==> src/hw/pixArb_cfg.svh <==
// Sizing for the pixel-write subsystem.
// Include wherever engine count, address or color width is needed.
`ifndef PIXARB_CFG_SVH
`define PIXARB_CFG_SVH

// fill engines sharing the frame buffer, at most 32
`define NUM_PROCS 16

// full pixel address as carried on the write path
`define ADDR_W 19

// bits per pixel
`define COLOR_W 8

// words actually stored, kept small for simulation
`define FB_DEPTH 4096

`endif

==> src/hw/pixPkg.sv <==
// Shared types for the pixel-write subsystem.
// Engines, arbiter and frame buffer import this package.
`include "pixArb_cfg.svh"

package pixPkg;

  // one pixel write as it travels to memory
  typedef struct packed {
    logic [`ADDR_W-1:0]  addr;
    logic [`COLOR_W-1:0] color;
  } pixWrite_t;

  // horizontal fill command for one engine
  typedef struct packed {
    logic [`ADDR_W-1:0]  base;   // first pixel
    logic [15:0]         count;  // zero draws nothing
    logic [`COLOR_W-1:0] color;
  } fillCmd_t;

  // binary engine index out of the log2 stage
  typedef logic [4:0] procIdx_t;

endpackage

==> src/hw/pixelEngine.sv <==
// Horizontal fill engine: walks a run of addresses, one arbitrated write each.
// Start it with a one-cycle cmdValid while busy is low.
`timescale 1ns/1ps
`include "pixArb_cfg.svh"

module pixelEngine import pixPkg::*; (
  input  logic      clk,
  input  logic      arstN,
  input  logic      cmdValid,
  input  fillCmd_t  cmd,
  input  logic      grant,
  output logic      req,
  output pixWrite_t pix,
  output logic      busy
);

  logic [`ADDR_W-1:0]  curAddr;
  logic [15:0]         remain;    // pixels left including current
  logic [`COLOR_W-1:0] curColor;
  logic                lastPix;

  assign lastPix = (remain == 16'd1);

  always_ff @(posedge clk or negedge arstN) begin
    if (!arstN) begin
      busy <= 1'b0;
    end else if (cmdValid) begin
      busy <= (cmd.count != 16'd0);  // zero-length run stays idle
    end else if (grant && lastPix) begin
      busy <= 1'b0;
    end
  end

  // run state, only meaningful while busy
  always_ff @(posedge clk) begin
    if (cmdValid) begin
      curAddr  <= cmd.base;
      remain   <= cmd.count;
      curColor <= cmd.color;
    end else if (grant) begin
      curAddr <= curAddr + 1'b1;
      remain  <= remain - 16'd1;
    end
  end

  // request stays up for the whole run
  assign req       = busy;
  assign pix.addr  = curAddr;
  assign pix.color = curColor;

  assert property (@(posedge clk) disable iff (!arstN) !(cmdValid && busy))
    else $error("fill command while engine busy");

  assert property (@(posedge clk) disable iff (!arstN) grant |-> req)
    else $error("grant without request");

endmodule

==> config.mk <==
export PLATFORM = sky130hd
export DESIGN_NAME = pixelEngine
export DESIGN_NICKNAME = d
export VERILOG_FILES = /design/src/hw/pixPkg.sv /design/src/hw/pixelEngine.sv
export VERILOG_INCLUDE_DIRS = /design/src /design/src/hw
export SDC_FILE = /design/constraint.sdc
export NUM_CORES = 1
export LEC_CHECK = 0
export BUFFER_PORTS_ARGS = -buffer_cell sky130_fd_sc_hd__buf_2
export CORE_MARGIN = 5
export CORE_UTILIZATION = 25
export CTS_CLUSTER_DIAMETER = 30
export DETAILED_ROUTE_END_ITERATION = 16
export PLACE_DENSITY_LB_ADDON = 0.15
export SLEW_MARGIN = 25
export SYNTH_ARGS = -nofsm -noshare
export SYNTH_HDL_FRONTEND = slang
export SYNTH_SLANG_ARGS = --single-unit
==> constraint.sdc <==
create_clock -name clk -period 4.4 [get_ports clk]
set_clock_uncertainty 0.15 [all_clocks]
set_input_delay 0.88 -clock clk [delete_from_list [all_inputs] [get_ports clk]]
set_output_delay 0.88 -clock clk [all_outputs]
set_load 0.01 [all_outputs]
Yosys cells after proc, flatten, opt, wreduce, memory -nomap -nowiden

Index checks and enable logic that the tools add are counted.

Logic and storage cells: 17
Flip-flop bits (word level): 44
Output and inout bits: 29

Muxes and demuxes: 6
Eq/ne operators: 1
Reductions and logical operators: 4
$add $sub $neg: 2

Operator list:

| operator                                                               | number |
|---|---|
| 19-bit two-way mux                                                     | 2 |
| 16-bit two-way mux                                                     | 2 |
| 19-bit by 1-bit adder with 19-bit output, second input constant        | 1 |
| 16-bit by 1-bit equality test with 1-bit output, second input constant | 1 |
| 16-bit nonzero test                                                    | 1 |
| 16-bit by 1-bit subtractor with 16-bit output, second input constant   | 1 |
| 2-bit nonzero test                                                     | 2 |
| 1-bit two-way mux                                                      | 2 |
| 1-bit logical AND                                                      | 1 |

Logic depth before layout (Yosys ltp)

Depth after elaboration: 4
Depth in mapped cells: 6
Gate-level depth less buffers: 6

Least setup slack after synthesis

No wires, ideal clock.

Kind: input -> register
From: input cmdValid
To: register curAddr[0] (enable)
Path slack: 2,186 ps
Library setup time: 376 ps
Arrival: 1,688 ps
Cell stages on the path: 2
Path buffers: 1
Cell sequence: clkbuf_1 > or2_2

Cells in the longest elaborated chain, start to end: 1

RTL lines:

| what                         | line              | source |
|---|---|---|
| from (decl)                  | pixelEngine.sv:9  | `input logic cmdValid,` |
| 2-bit nonzero test (no line) | n/a               |  |
| to (signal assigned)         | pixelEngine.sv:37 | `curAddr <= cmd.base;` |
| to (signal assigned)         | pixelEngine.sv:41 | `curAddr <= curAddr + 1'b1;` |
| to (decl)                    | pixelEngine.sv:17 | `` logic [`ADDR_W-1:0] curAddr; `` |

Every way passes these cells.
A chain may end at the register's enable or synchronous reset.

Worst setup path after layout

From: register remain[5]
To: register remain[13] (data pin)

Cells in the longest elaborated chain, start to end: 3

RTL lines:

| what                                          | line              | source |
|---|---|---|
| from (decl)                                   | pixelEngine.sv:18 | `logic [15:0] remain;` |
| from (signal assigned)                        | pixelEngine.sv:38 | `remain <= cmd.count;` |
| from (signal assigned)                        | pixelEngine.sv:42 | `remain <= remain - 16'd1;` |
| 16-bit by 1-bit subtractor with 16-bit output | pixelEngine.sv:42 |  |
| 16-bit two-way mux                            | pixelEngine.sv:40 | `end else if (grant) begin` |
| 16-bit two-way mux                            | pixelEngine.sv:36 | `if (cmdValid) begin` |

Every way passes these cells. The select of a mux whose other input is x is not followed.

==> qor.yml <==
start_util_pct: 25.40
die_w_um: 109.2
clockPowerShare_pct: 29.9
reg2reg_from: "remain[5]"
grt_pass1_wl_um: 9673
fillers: 1031
p_leak_nw: 1.148
synth.distinct_cells: 35
die_area_um2: 11920
rsz0062_at_grt: "false"
wirelength_um: 6048
power_per_cell_area_nw_per_um2: 345.0
hold_class: "in -> async"
placedInstanceArea_um2: 2968
tritoncts: "done"
postCtsHoldBufs: 0
hold_violations: 0
htreeDepth: 2
grt_max_degree: 45
switchingPower_w: 0.0002942
grt_overflow: 0
synthCells: 231
pwr-share-comb_pct: 17.0
synth_common_cells: "edfxtp_1 (43), nand2_1 (37), o21ai_0 (23)"
hpwl_um: 4521
cts_resized: 0
synth.area.top_cells: "edfxtp_1 (52%), xnor2_1 (7.5%), nand2_1 (5.6%)"
area_growth_pct: 25.18
timing.rr.end: "remain[13]"
grt_antenna_before_repair: 0
tightest_slew_ps: 870.6
ios: 76
synth_top_area_share_pct: 52.49
vias: 1970
insertedDiodeCount: 0
fin_nets: 355
rrSetupSlack_ps: 2130
p_int_w: 0.0007682
port_buffers: 75
die_y_um: 109.2
viasPerCell: 4.487
avgSynthCellArea_um2: 10.65
firstDrtPassIters: 4
seq_power_share_pct: 53.2
cts_sinks: 44
drt.antenna.violating_nets: 0
relSlewSlack_pct: 41.96
ys_seq_area_share_pct: 53.51
yosysMostFrequentCell: "edfxtp_1"
drive_above_1_share_pct: 31.05
status: "finished clean"
gp_congestion: 0.7450
routedWlPerCell_um: 13.78
async_flop_share_pct: 2.273
grt_pass1_vias: 1942
critical_path_class: "reg -> reg"
instances_no_fill: 439
worst_ir_drop_vdd_mv: 0.1688
drc: 0
worstSetupEndpointType: "flop"
finalSetupViolations: 0
slew_viol_final: 0
ys.flop_type: "edfxtp_1"
rr_worst_depth: 4
synth_edf_count: 43
drtIter0Drc: 80
crit_fanout: 10
cts_buffers: 5
fp-row-count: 36
core_region_area_um2: 9684
power.share.switching_pct: 27.69
required_ps: 4310
max_freq_mhz: 440.2
yosys.area.top_type: "edfxtp_1"
clk_pin_slew_ps: 90
critPathLaunchType: "flop"
clock_path_buffers: 2
clkLatencyLatePin_ps: 300
grt_usage_pct: 10.28
cts-root-buf: "clkbuf_8"
syn_nets: 281
finalCritPeriodShare_pct: 51.63
fin_setup_tns_ps: 0
dp_cells: 431
cp.arrival_ps: 2180
ys_warn_count: 0
drv_cap: 0
syn_area_um2: 2460
stdcell_area_um2: 3079
synth-seq-cells: 44
cts_setup_buffers: 0
period_minus_slack_ps: 2272
-- power groups by stage --
stage	clock [W]	sequential [W]	combinational (W)
2_1_floorplan	0	0.000577	0.000100
3_3_place_gp	0	0.000574	0.000182
3_5_place_dp	0	0.000575	0.000184
4_1_cts	0.000325	0.000566	0.000185
5_1_grt	0.000343	0.000574	0.000204
6_report	0.000317	0.000565	0.000180
-- critical path: stages (launching register included) --
cell,delay [ps]
edfxtp_1,430
or4_1,790
nor4_4,300
xor2_1,100
mux2_2,260
-- sequential cells by signal, indices dropped and copies added, names as in the netlist --
register,cells
busy,1
remain,16
curAddr,19
curColor,8
-- routing by layer --
metal | track usage, % | share of wire [%]
met1 | 13.81 | 47
met2 | 16.36 | 46
met3 | 2.605 | 6.0
met4 | 2.939 | 1.3
met5 | 0 | 0
-- per-stage QoR --
step	hold WS (ps)	setup slack (ps)	utilization [%]	power (W)
after detailed placement	429.9	1879	30.65	0.0007584
after global routing	174.2	2005	31.80	0.001121
after global placement	425.1	1850	30.65	0.0007562
after CTS	173.1	2119	31.80	0.001075
final	181.3	2128	31.80	0.001062
after floorplan	400.2	2186	-	0.0006774
-- layout by cell type, fill, tap and decap left out, types with 2 or more instances in the layout --
cell | Yosys | final
a22oi_1 | 4 | 4
buf_2 | 0 | 75
buf_4 | 1 | 2
clkbuf_8 | 0 | 5
edfxtp_1 | 43 | 43
ha_1 | 3 | 3
inv_1 | 6 | 6
mux2_2 | 2 | 2
mux2i_1 | 3 | 3
nand2_1 | 37 | 37
nand3_1 | 12 | 12
nand4_1 | 3 | 3
nor2_1 | 10 | 10
nor2b_1 | 3 | 3
nor3_1 | 13 | 13
nor4_1 | 8 | 8
nor4_4 | 4 | 4
o21ai_0 | 23 | 23
o21ai_1 | 5 | 5
or3_1 | 2 | 2
or3b_2 | 2 | 2
or4_1 | 3 | 3
xnor2_1 | 21 | 21
xor2_1 | 4 | 4
-- layout make-up --
class,count,area (um2),area share (%)
sequential,44,1316,42.75
inverter,6,22.52,0.7314
multi-input combinational,171,1072,34.82
timing repair buffer,77,390.4,12.68
tap,133,166.4,5.404
clock inverter,3,42.54,1.382
clock buffer,5,68.82,2.235
-- how the worst max path moves through the flow --
stage                         start          end  slack (ps)
after global placement     cmdValid  curAddr[10]        1850
after global routing      remain[5]   remain[13]        2000
after floorplan            cmdValid   curAddr[0]        2190
final                     remain[5]   remain[13]        2130
after CTS                 remain[5]   remain[13]        2120
after detailed placement   cmdValid  curAddr[10]        1880
-- cell families (layout without fill, tap and decap cells) --
logic type / count (synthesis) / in the layout / share of synthesized area (%)
and+or+nand+nor: 102 / 102 / 22.79
DFF: 44 / 44 / 53.51
AOI/OAI and AO/OA: 36 / 36 / 8.240
xor gates and xnor gates: 25 / 25 / 8.901
buffers and inverters: 16 / 91 / 2.899
muxes: 5 / 5 / 2.136
adders and majority gates: 3 / 3 / 1.526
Power figures use the tool's default switching activity.
