`src/hw/pixArb_cfg.svh`:
```
// Sizing for the pixel-write subsystem.
// Include wherever engine count, address or color width is needed.
`ifndef PIXARB_CFG_SVH
`define PIXARB_CFG_SVH

// fill engines sharing the frame buffer, at most 32
`define NUM_PROCS 16

// full pixel address as carried on the write path
`define ADDR_W 19

// bits per pixel
`define COLOR_W 8

// words actually stored, kept small for simulation
`define FB_DEPTH 4096

`endif

```
`src/hw/pixPkg.sv`:
```
// Shared types for the pixel-write subsystem.
// Engines, arbiter and frame buffer import this package.
`include "pixArb_cfg.svh"

package pixPkg;

  // one pixel write as it travels to memory
  typedef struct packed {
    logic [`ADDR_W-1:0]  addr;
    logic [`COLOR_W-1:0] color;
  } pixWrite_t;

  // horizontal fill command for one engine
  typedef struct packed {
    logic [`ADDR_W-1:0]  base;   // first pixel
    logic [15:0]         count;  // zero draws nothing
    logic [`COLOR_W-1:0] color;
  } fillCmd_t;

  // binary engine index out of the log2 stage
  typedef logic [4:0] procIdx_t;

endpackage

```
`src/hw/msbOneHot.sv`:
```
// Keeps only the highest set bit of a request vector.
`timescale 1ns/1ps

module msbOneHot #(
  parameter int WIDTH = 32
) (
  input  logic [WIDTH-1:0] in,
  output logic [WIDTH-1:0] out
);

  logic found;

  // scan down from the msb, first hit wins
  always_comb begin
    out   = '0;
    found = 1'b0;
    for (int i = WIDTH - 1; i >= 0; i--) begin
      if (in[i] && !found) begin
        out[i] = 1'b1;
        found  = 1'b1;
      end
    end
  end

  // at most one bit out, and only one that was requested
  always_comb begin
    assert ($onehot0(out) && ((out & ~in) == '0))
      else $error("msbOneHot output not a single requested bit");
  end

endmodule

```
`src/hw/proc2memArb.sv`:
```
// Fixed-priority arbiter from engine requests to one memory write per cycle.
// Highest-numbered requester wins; last cycle's winner sits out one round.
`timescale 1ns/1ps
`include "pixArb_cfg.svh"

module proc2memArb import pixPkg::*; #(
  parameter type payload_t = pixWrite_t,
  parameter int  NUM       = `NUM_PROCS
) (
  input  logic           clk,
  input  logic           arstN,
  input  logic [NUM-1:0] req,
  input  payload_t       pix [NUM],
  output logic [NUM-1:0] grant,
  output payload_t       wr,
  output logic           wrEn
);

  logic [NUM-1:0] masked;
  logic [31:0]    reqWide;
  logic [31:0]    oneHot;
  procIdx_t       winIdx;
  payload_t       selPix;

  // granted engine still holds req this cycle, keep it out
  assign masked  = req & ~grant;
  assign reqWide = 32'(masked);

  msbOneHot #(.WIDTH(32)) uMsb (
    .in  (reqWide),
    .out (oneHot)
  );

  quickLog2 #(.WIDTH(32)) uLog2 (
    .in  (oneHot),
    .idx (winIdx)
  );

  // payload mux driven by the encoded index
  always_comb begin
    selPix = pix[0];
    for (int i = 0; i < NUM; i++) begin
      if (int'(winIdx) == i) begin
        selPix = pix[i];
      end
    end
  end

  always_ff @(posedge clk or negedge arstN) begin
    if (!arstN) begin
      grant <= '0;
      wrEn  <= 1'b0;
    end else begin
      grant <= oneHot[NUM-1:0];
      wrEn  <= |masked;
    end
  end

  always_ff @(posedge clk) begin
    if (|masked) begin
      wr <= selPix;  // held when idle
    end
  end

  assert property (@(posedge clk) disable iff (!arstN) $onehot0(grant))
    else $error("more than one engine granted");

  assert property (@(posedge clk) disable iff (!arstN) wrEn == (|grant))
    else $error("write strobe out of step with grant");

endmodule

```
`src/hw/quickLog2.sv`:
```
// One-hot to binary index encoder without a priority chain.
// Input must already be one-hot or zero.
`timescale 1ns/1ps

module quickLog2 import pixPkg::*; #(
  parameter int WIDTH = 32
) (
  input  logic [WIDTH-1:0] in,
  output procIdx_t         idx
);

  // each index bit is the OR of all inputs whose position has that bit set
  always_comb begin
    idx = '0;
    for (int i = 0; i < WIDTH; i++) begin
      for (int b = 0; b < $bits(procIdx_t); b++) begin
        if (i[b]) begin
          idx[b] = idx[b] | in[i];
        end
      end
    end
  end

endmodule

```
`config.mk`:
```
export PLATFORM = sky130hd
export DESIGN_NAME = proc2memArb
export DESIGN_NICKNAME = d
export VERILOG_FILES = /design/src/hw/pixPkg.sv /design/src/hw/msbOneHot.sv /design/src/hw/proc2memArb.sv /design/src/hw/quickLog2.sv
export VERILOG_INCLUDE_DIRS = /design/src /design/src/hw
export SDC_FILE = /design/constraint.sdc
export NUM_CORES = 1
export LEC_CHECK = 0
export BUFFER_PORTS_ARGS = -buffer_cell sky130_fd_sc_hd__buf_2
export CAP_MARGIN = 20
export CORE_AREA = 3 3 190 192
export DETAILED_ROUTE_END_ITERATION = 16
export DIE_AREA = 0 0 193 195
export GPL_ROUTABILITY_DRIVEN = 0
export PLACE_DENSITY_LB_ADDON = 0.1
export SYNTH_ARGS = -nofsm -noshare
export SYNTH_HDL_FRONTEND = slang
export SYNTH_SLANG_ARGS = --single-unit
```
`constraint.sdc`:
```
create_clock -name clk -period 2.55 [get_ports clk]
set_input_delay 0.255 -clock clk [delete_from_list [all_inputs] [get_ports clk]]
set_output_delay 0.255 -clock clk [all_outputs]
set_load 0.01 [all_outputs]
```
-- Yosys cells after proc, flatten, opt, wreduce, memory -nomap -nowiden
Index checks and enable logic that the tools add are counted.
- word-level logic and storage cells: 125
- register bits after elaboration: 44
- input port bits: 450
- output and inout port bits: 44
- reduce and logical (&&, ||, !) cells: 31
- bitwise operators: 30
- equality and inequality tests: 15
- mux-type cells: 45
- operators by type and width (cell ; number):
    two-way mux 27 bit ; 15
    equality test 4 bit (second input constant) ; 8
    two-way mux 1 bit ; 30
    OR 1 bit ; 28
    AND 16 bit ; 1
    equality test 4 x 3 -> 1 bit (second input constant) ; 4
    NOT 16 bit ; 1
    OR reduction 16 bit ; 1
    logical AND 1 bit ; 15
    logical NOT 1 bit ; 15
    equality test 4 x 2 -> 1 bit (second input constant) ; 2
    equality test 4 x 1 -> 1 bit (second input constant) ; 1

-- Depth between registers and ports, before layout
- depth after elaboration: 68
- gate-level depth with buffers: 10
- mapped depth without buffers: 9

-- By module
Synthesis repeated with hierarchy kept, for this count alone.
- cells, all modules: 851
- area total of the unflattened synthesis: 6154.7 um2
- modules (own cells, without submodules) (module ; times used ; area an instance (um2) ; cells an instance):
    proc2memArb ; 1 ; 5559.1 ; 771
    msbOneHot ; 1 ; 457.9 ; 60
    quickLog2 ; 1 ; 137.6 ; 20

-- Worst setup path before layout
No wires, ideal clock.
- path kind: register to register
- start: reg grant[7]
- end: reg wr[0] (netlist name) (enable)
- period minus slack after synthesis: 2.792 ns
- cell stages (with the launch flop): 8
- arrival: 2.271 ns
- slack: -0.242 ns
- path buffers: 2
- cell sequence: dfrtp_1 -> nand2b_1 -> nand2_1 -> nor2_1 -> and3_1 -> buf_2 -> buf_2 -> nand3_1
- cells in the longest elaborated chain, start to end: 3
- RTL lines (item ; RTL line ; text):
    from (decl) ; proc2memArb.sv:14 ; output logic [NUM-1:0] grant,
    from (signal assigned) ; proc2memArb.sv:54 ; grant <= oneHot[NUM-1:0];
    NOT 16 bit ; proc2memArb.sv:26 ; assign masked = req & ~grant;
    AND 16 bit ; proc2memArb.sv:26 ;
    OR reduction 16 bit ; proc2memArb.sv:60 ; if (|masked) begin
    to (signal assigned) ; proc2memArb.sv:61 ; wr <= selPix;
    to (decl) ; proc2memArb.sv:15 ; output payload_t wr,
Every way passes these cells.
A chain may end at the register's enable or synchronous reset.

==> results.cfg <==
[route]
drtIter0Drc = 418
wl_per_cell_um = 25.68
drt_pre_antenna_iters = 7
top_layer = met5
routed_via_density = 4.928
drc = 0
met1_length_um = 15900
routed_wl_um = 43860
antenna_left = 0
met3_length_um = 3354
met2_length_um = 23610
vias = 8417

[synth]
async_flop_share_pct = 38.64
yosysSeqAreaShare_pct = 24.11
yosys.area.top_type = edfxtp_1
synth_area_um2 = 5127
ys_top_cells_by_area = edfxtp_1, o22ai_1, a221o_1
synth_cell_types = 57
yosys_warnings = 0
synth_nets = 1139
yosysTopAreaCellShare_pct = 15.81
synth_common_cells = o22ai_1, nor2_1, a21oi_1
ys_seq_elements = 44
synth.most_common_cell = o22ai_1
syn_inst = 689
synth-edff-count = 27
syn_avg_cell_area_um2 = 7.442
ys.flop_type = edfxtp_1

[clocking]
cts_made_buffers = 5
post_cts_buffers = 0
cts_tree = done
ctsRootBufferMaster = clkbuf_16
cts_sinks = 44
clock_latency_ps = 310
path_clk_slew_ps = 80
htreeDepth = 2
clock_path_buffers = 2

[timing]
slew_headroom_pct = 63.38
setup_tns_ps = 0
fin_worst_skew_ps = 15.31
finalHoldViolations = 0
fin_crit_sh_pct = 98.27
layout_min_cycle_time_ps = 2506
grt_setup_unrepaired = yes
worst_slew_pin_slew_ps = 549.3
max_clock_freq_mhz = 399.1
finalMaxSlewViolations = 0
setup_viol_count_final = 0

[worst_setup_path]
crit_fanout = 9
end_kind = flip-flop
cp_top_family = compound AO/OA/AOI/OAI gates
cpPeakStageDelay_ps = 390
worstPathArrival_ps = 2560
slowest_stage = dfrtp_1
critPathBufInv = 2
cp-start-kind = flip-flop
worstPathRequired_ps = 2600
criticalPathCategory = flip-flop to flip-flop
path_cells = nand2b_1 -> buf_4 -> nor4_1 -> nand2_2 -> buf_12 -> o21ai_1 -> a21oi_1 -> o21ai_0 -> o31ai_1

[global_route]
grt_pass1_wl_um = 59380
grt-ovfl-total = 0
antenna_found_initial = 12
grt_pass1_vias = 8981
grt_max_degree = 29
track_usage_pct = 21.69

[floorplanning]
start_util_pct = 14.84
io_pins = 494
die_area_um2 = 37640
core.rowCount = 68
die_y_um = 195
die_w_um = 193
core_area_um2 = 34540

[power]
swShare_pct = 37.85
p_leak_nw = 4.476
p_int_mw = 1.897
vdd_drop_max_uv = 240.0
pwr-share-clk_pct = 24.8
switchingPower_mw = 1.155
p_comb_share_pct = 46.2
powerDensity_nw_per_um2 = 325.8
p_seq_share_pct = 29.0

[cells_and_area]
nets = 1693
fillers = 3984
final_cell_area_um2 = 9365
drive_above_1_share_pct = 53.05
syn_to_final_growth_pct = 82.65

[status]
status = finished clean

[place]
dpl_cell_area_um2 = 8922
dpl.hpwl_um = 37200
numPortBuffers = 493

[job]
drv_cap = 0

[min_path]
min_path_type = input pin to flip-flop
[sequential cells by signal, summed over array words and instances, names as in the netlist]
name,flops
wrEn,1
wr,27
grant,16
[through the flow]
step / hold slack [ps] / power (mW) / worst slack, ps / instances / util, %
global placement: 267.2 / 2.285 / -255.0 / 1689 / 25.83
finish: 229.4 / 3.052 / 44.15 / 1708 / 27.11
global route: 249.1 / 3.202 / -64.84 / 1704 / 27.08
CTS: 225.8 / 3.071 / -24.49 / 1698 / 26.53
floorplan: -40.59 / 1.410 / 108.8 / 689 / -
detailed placement: 262.2 / 2.279 / -275.5 / 1689 / 25.83
[routing by layer]
layer | global-route usage [%] | vias up
met5 | 0 | -
li1 | - | 3949
met1 | 23.02 | 3997
met4 | 5.036 | 10
met3 | 4.722 | 51
met2 | 42.82 | 410
[power groups by stage]
| stage | clock network [mW] | logic [mW] | registers (mW) |
|---|---|---|---|
| final | 0.756 | 1.41 | 0.886 |
| after global routing | 0.794 | 1.52 | 0.893 |
| after CTS | 0.786 | 1.40 | 0.889 |
| after detailed placement | 0 | 1.37 | 0.904 |
| after global placement | 0 | 1.38 | 0.906 |
| after floorplan | 0 | 0.477 | 0.933 |
[cell type report]
class / instances / area, um^2 / area share (%)
diodes: 9 / 22.52 / 0.2405
clock buffers: 5 / 125.1 / 1.336
clock inverters: 3 / 25.02 / 0.2672
inverters: 38 / 142.6 / 1.523
multi-input cells: 546 / 3687 / 39.37
flip-flops and latches: 44 / 1236 / 13.20
well taps: 455 / 569.3 / 6.079
repair buffers: 608 / 3557 / 37.98
[worst paths after layout]
path	cells after the start	to	startpoint	slack, ps
setup / recovery	9	wr[4]$_DFFE_PP_	grant[9]$_DFF_PN0_	40
hold / removal	3	grant[0]$_DFF_PN0_	req[0]	230
setup reg to reg	9	wr[4]$_DFFE_PP_	grant[9]$_DFF_PN0_	40
hold reg to reg	2	grant[0]$_DFF_PN0_	grant[0]$_DFF_PN0_	580
max in group asynchronous	2	grant[15]$_DFF_PN0_	arstN	1700
min in group asynchronous	2	grant[2]$_DFF_PN0_	arstN	460
[timing repair]
item / in CTS / in global routing
resized for setup: 17 / 29
hold buffers: 1 / 0
pin swaps: 0 / 4
endpoints found under the hold margin: 17 / 0
cloned: 0 / 1
setup endpoints to repair: 12 / 24
[cells by family after synthesis]
kind of cell,share of synthesized area (%)
AO/OA/AOI/OAI,47.39
AND/OR/NAND/NOR,20.11
buffers and inverters,8.394
flip-flops,24.11
[layout by cell type, fill, tap and decap left out, types with 9 or more instances in the layout]
cell type,instances
a31oi_1,15
o221ai_1,20
a221o_1,46
a21oi_1,58
o21ai_1,11
dfrtp_1,17
o21ai_0,9
buf_4,93
buf_12,15
nor2b_1,12
a221oi_1,27
inv_1,32
a22oi_1,18
buf_2,493
o22ai_1,87
nand2_1,58
nor2_1,58
nand2b_1,12
nor3_1,10
diode_2,9
edfxtp_1,27
[worst reg2reg max path, delay by kind of cell, from the launching register on]
| family | cells | cell delay [ps] |
|---|---|---|
| AND/OR/NAND/NOR | 3 | 680 |
| buffers and inverters | 2 | 390 |
| flip-flops | 1 | 390 |
| AO/OA/AOI/OAI | 4 | 800 |
(Power assumes the default switching activity.)
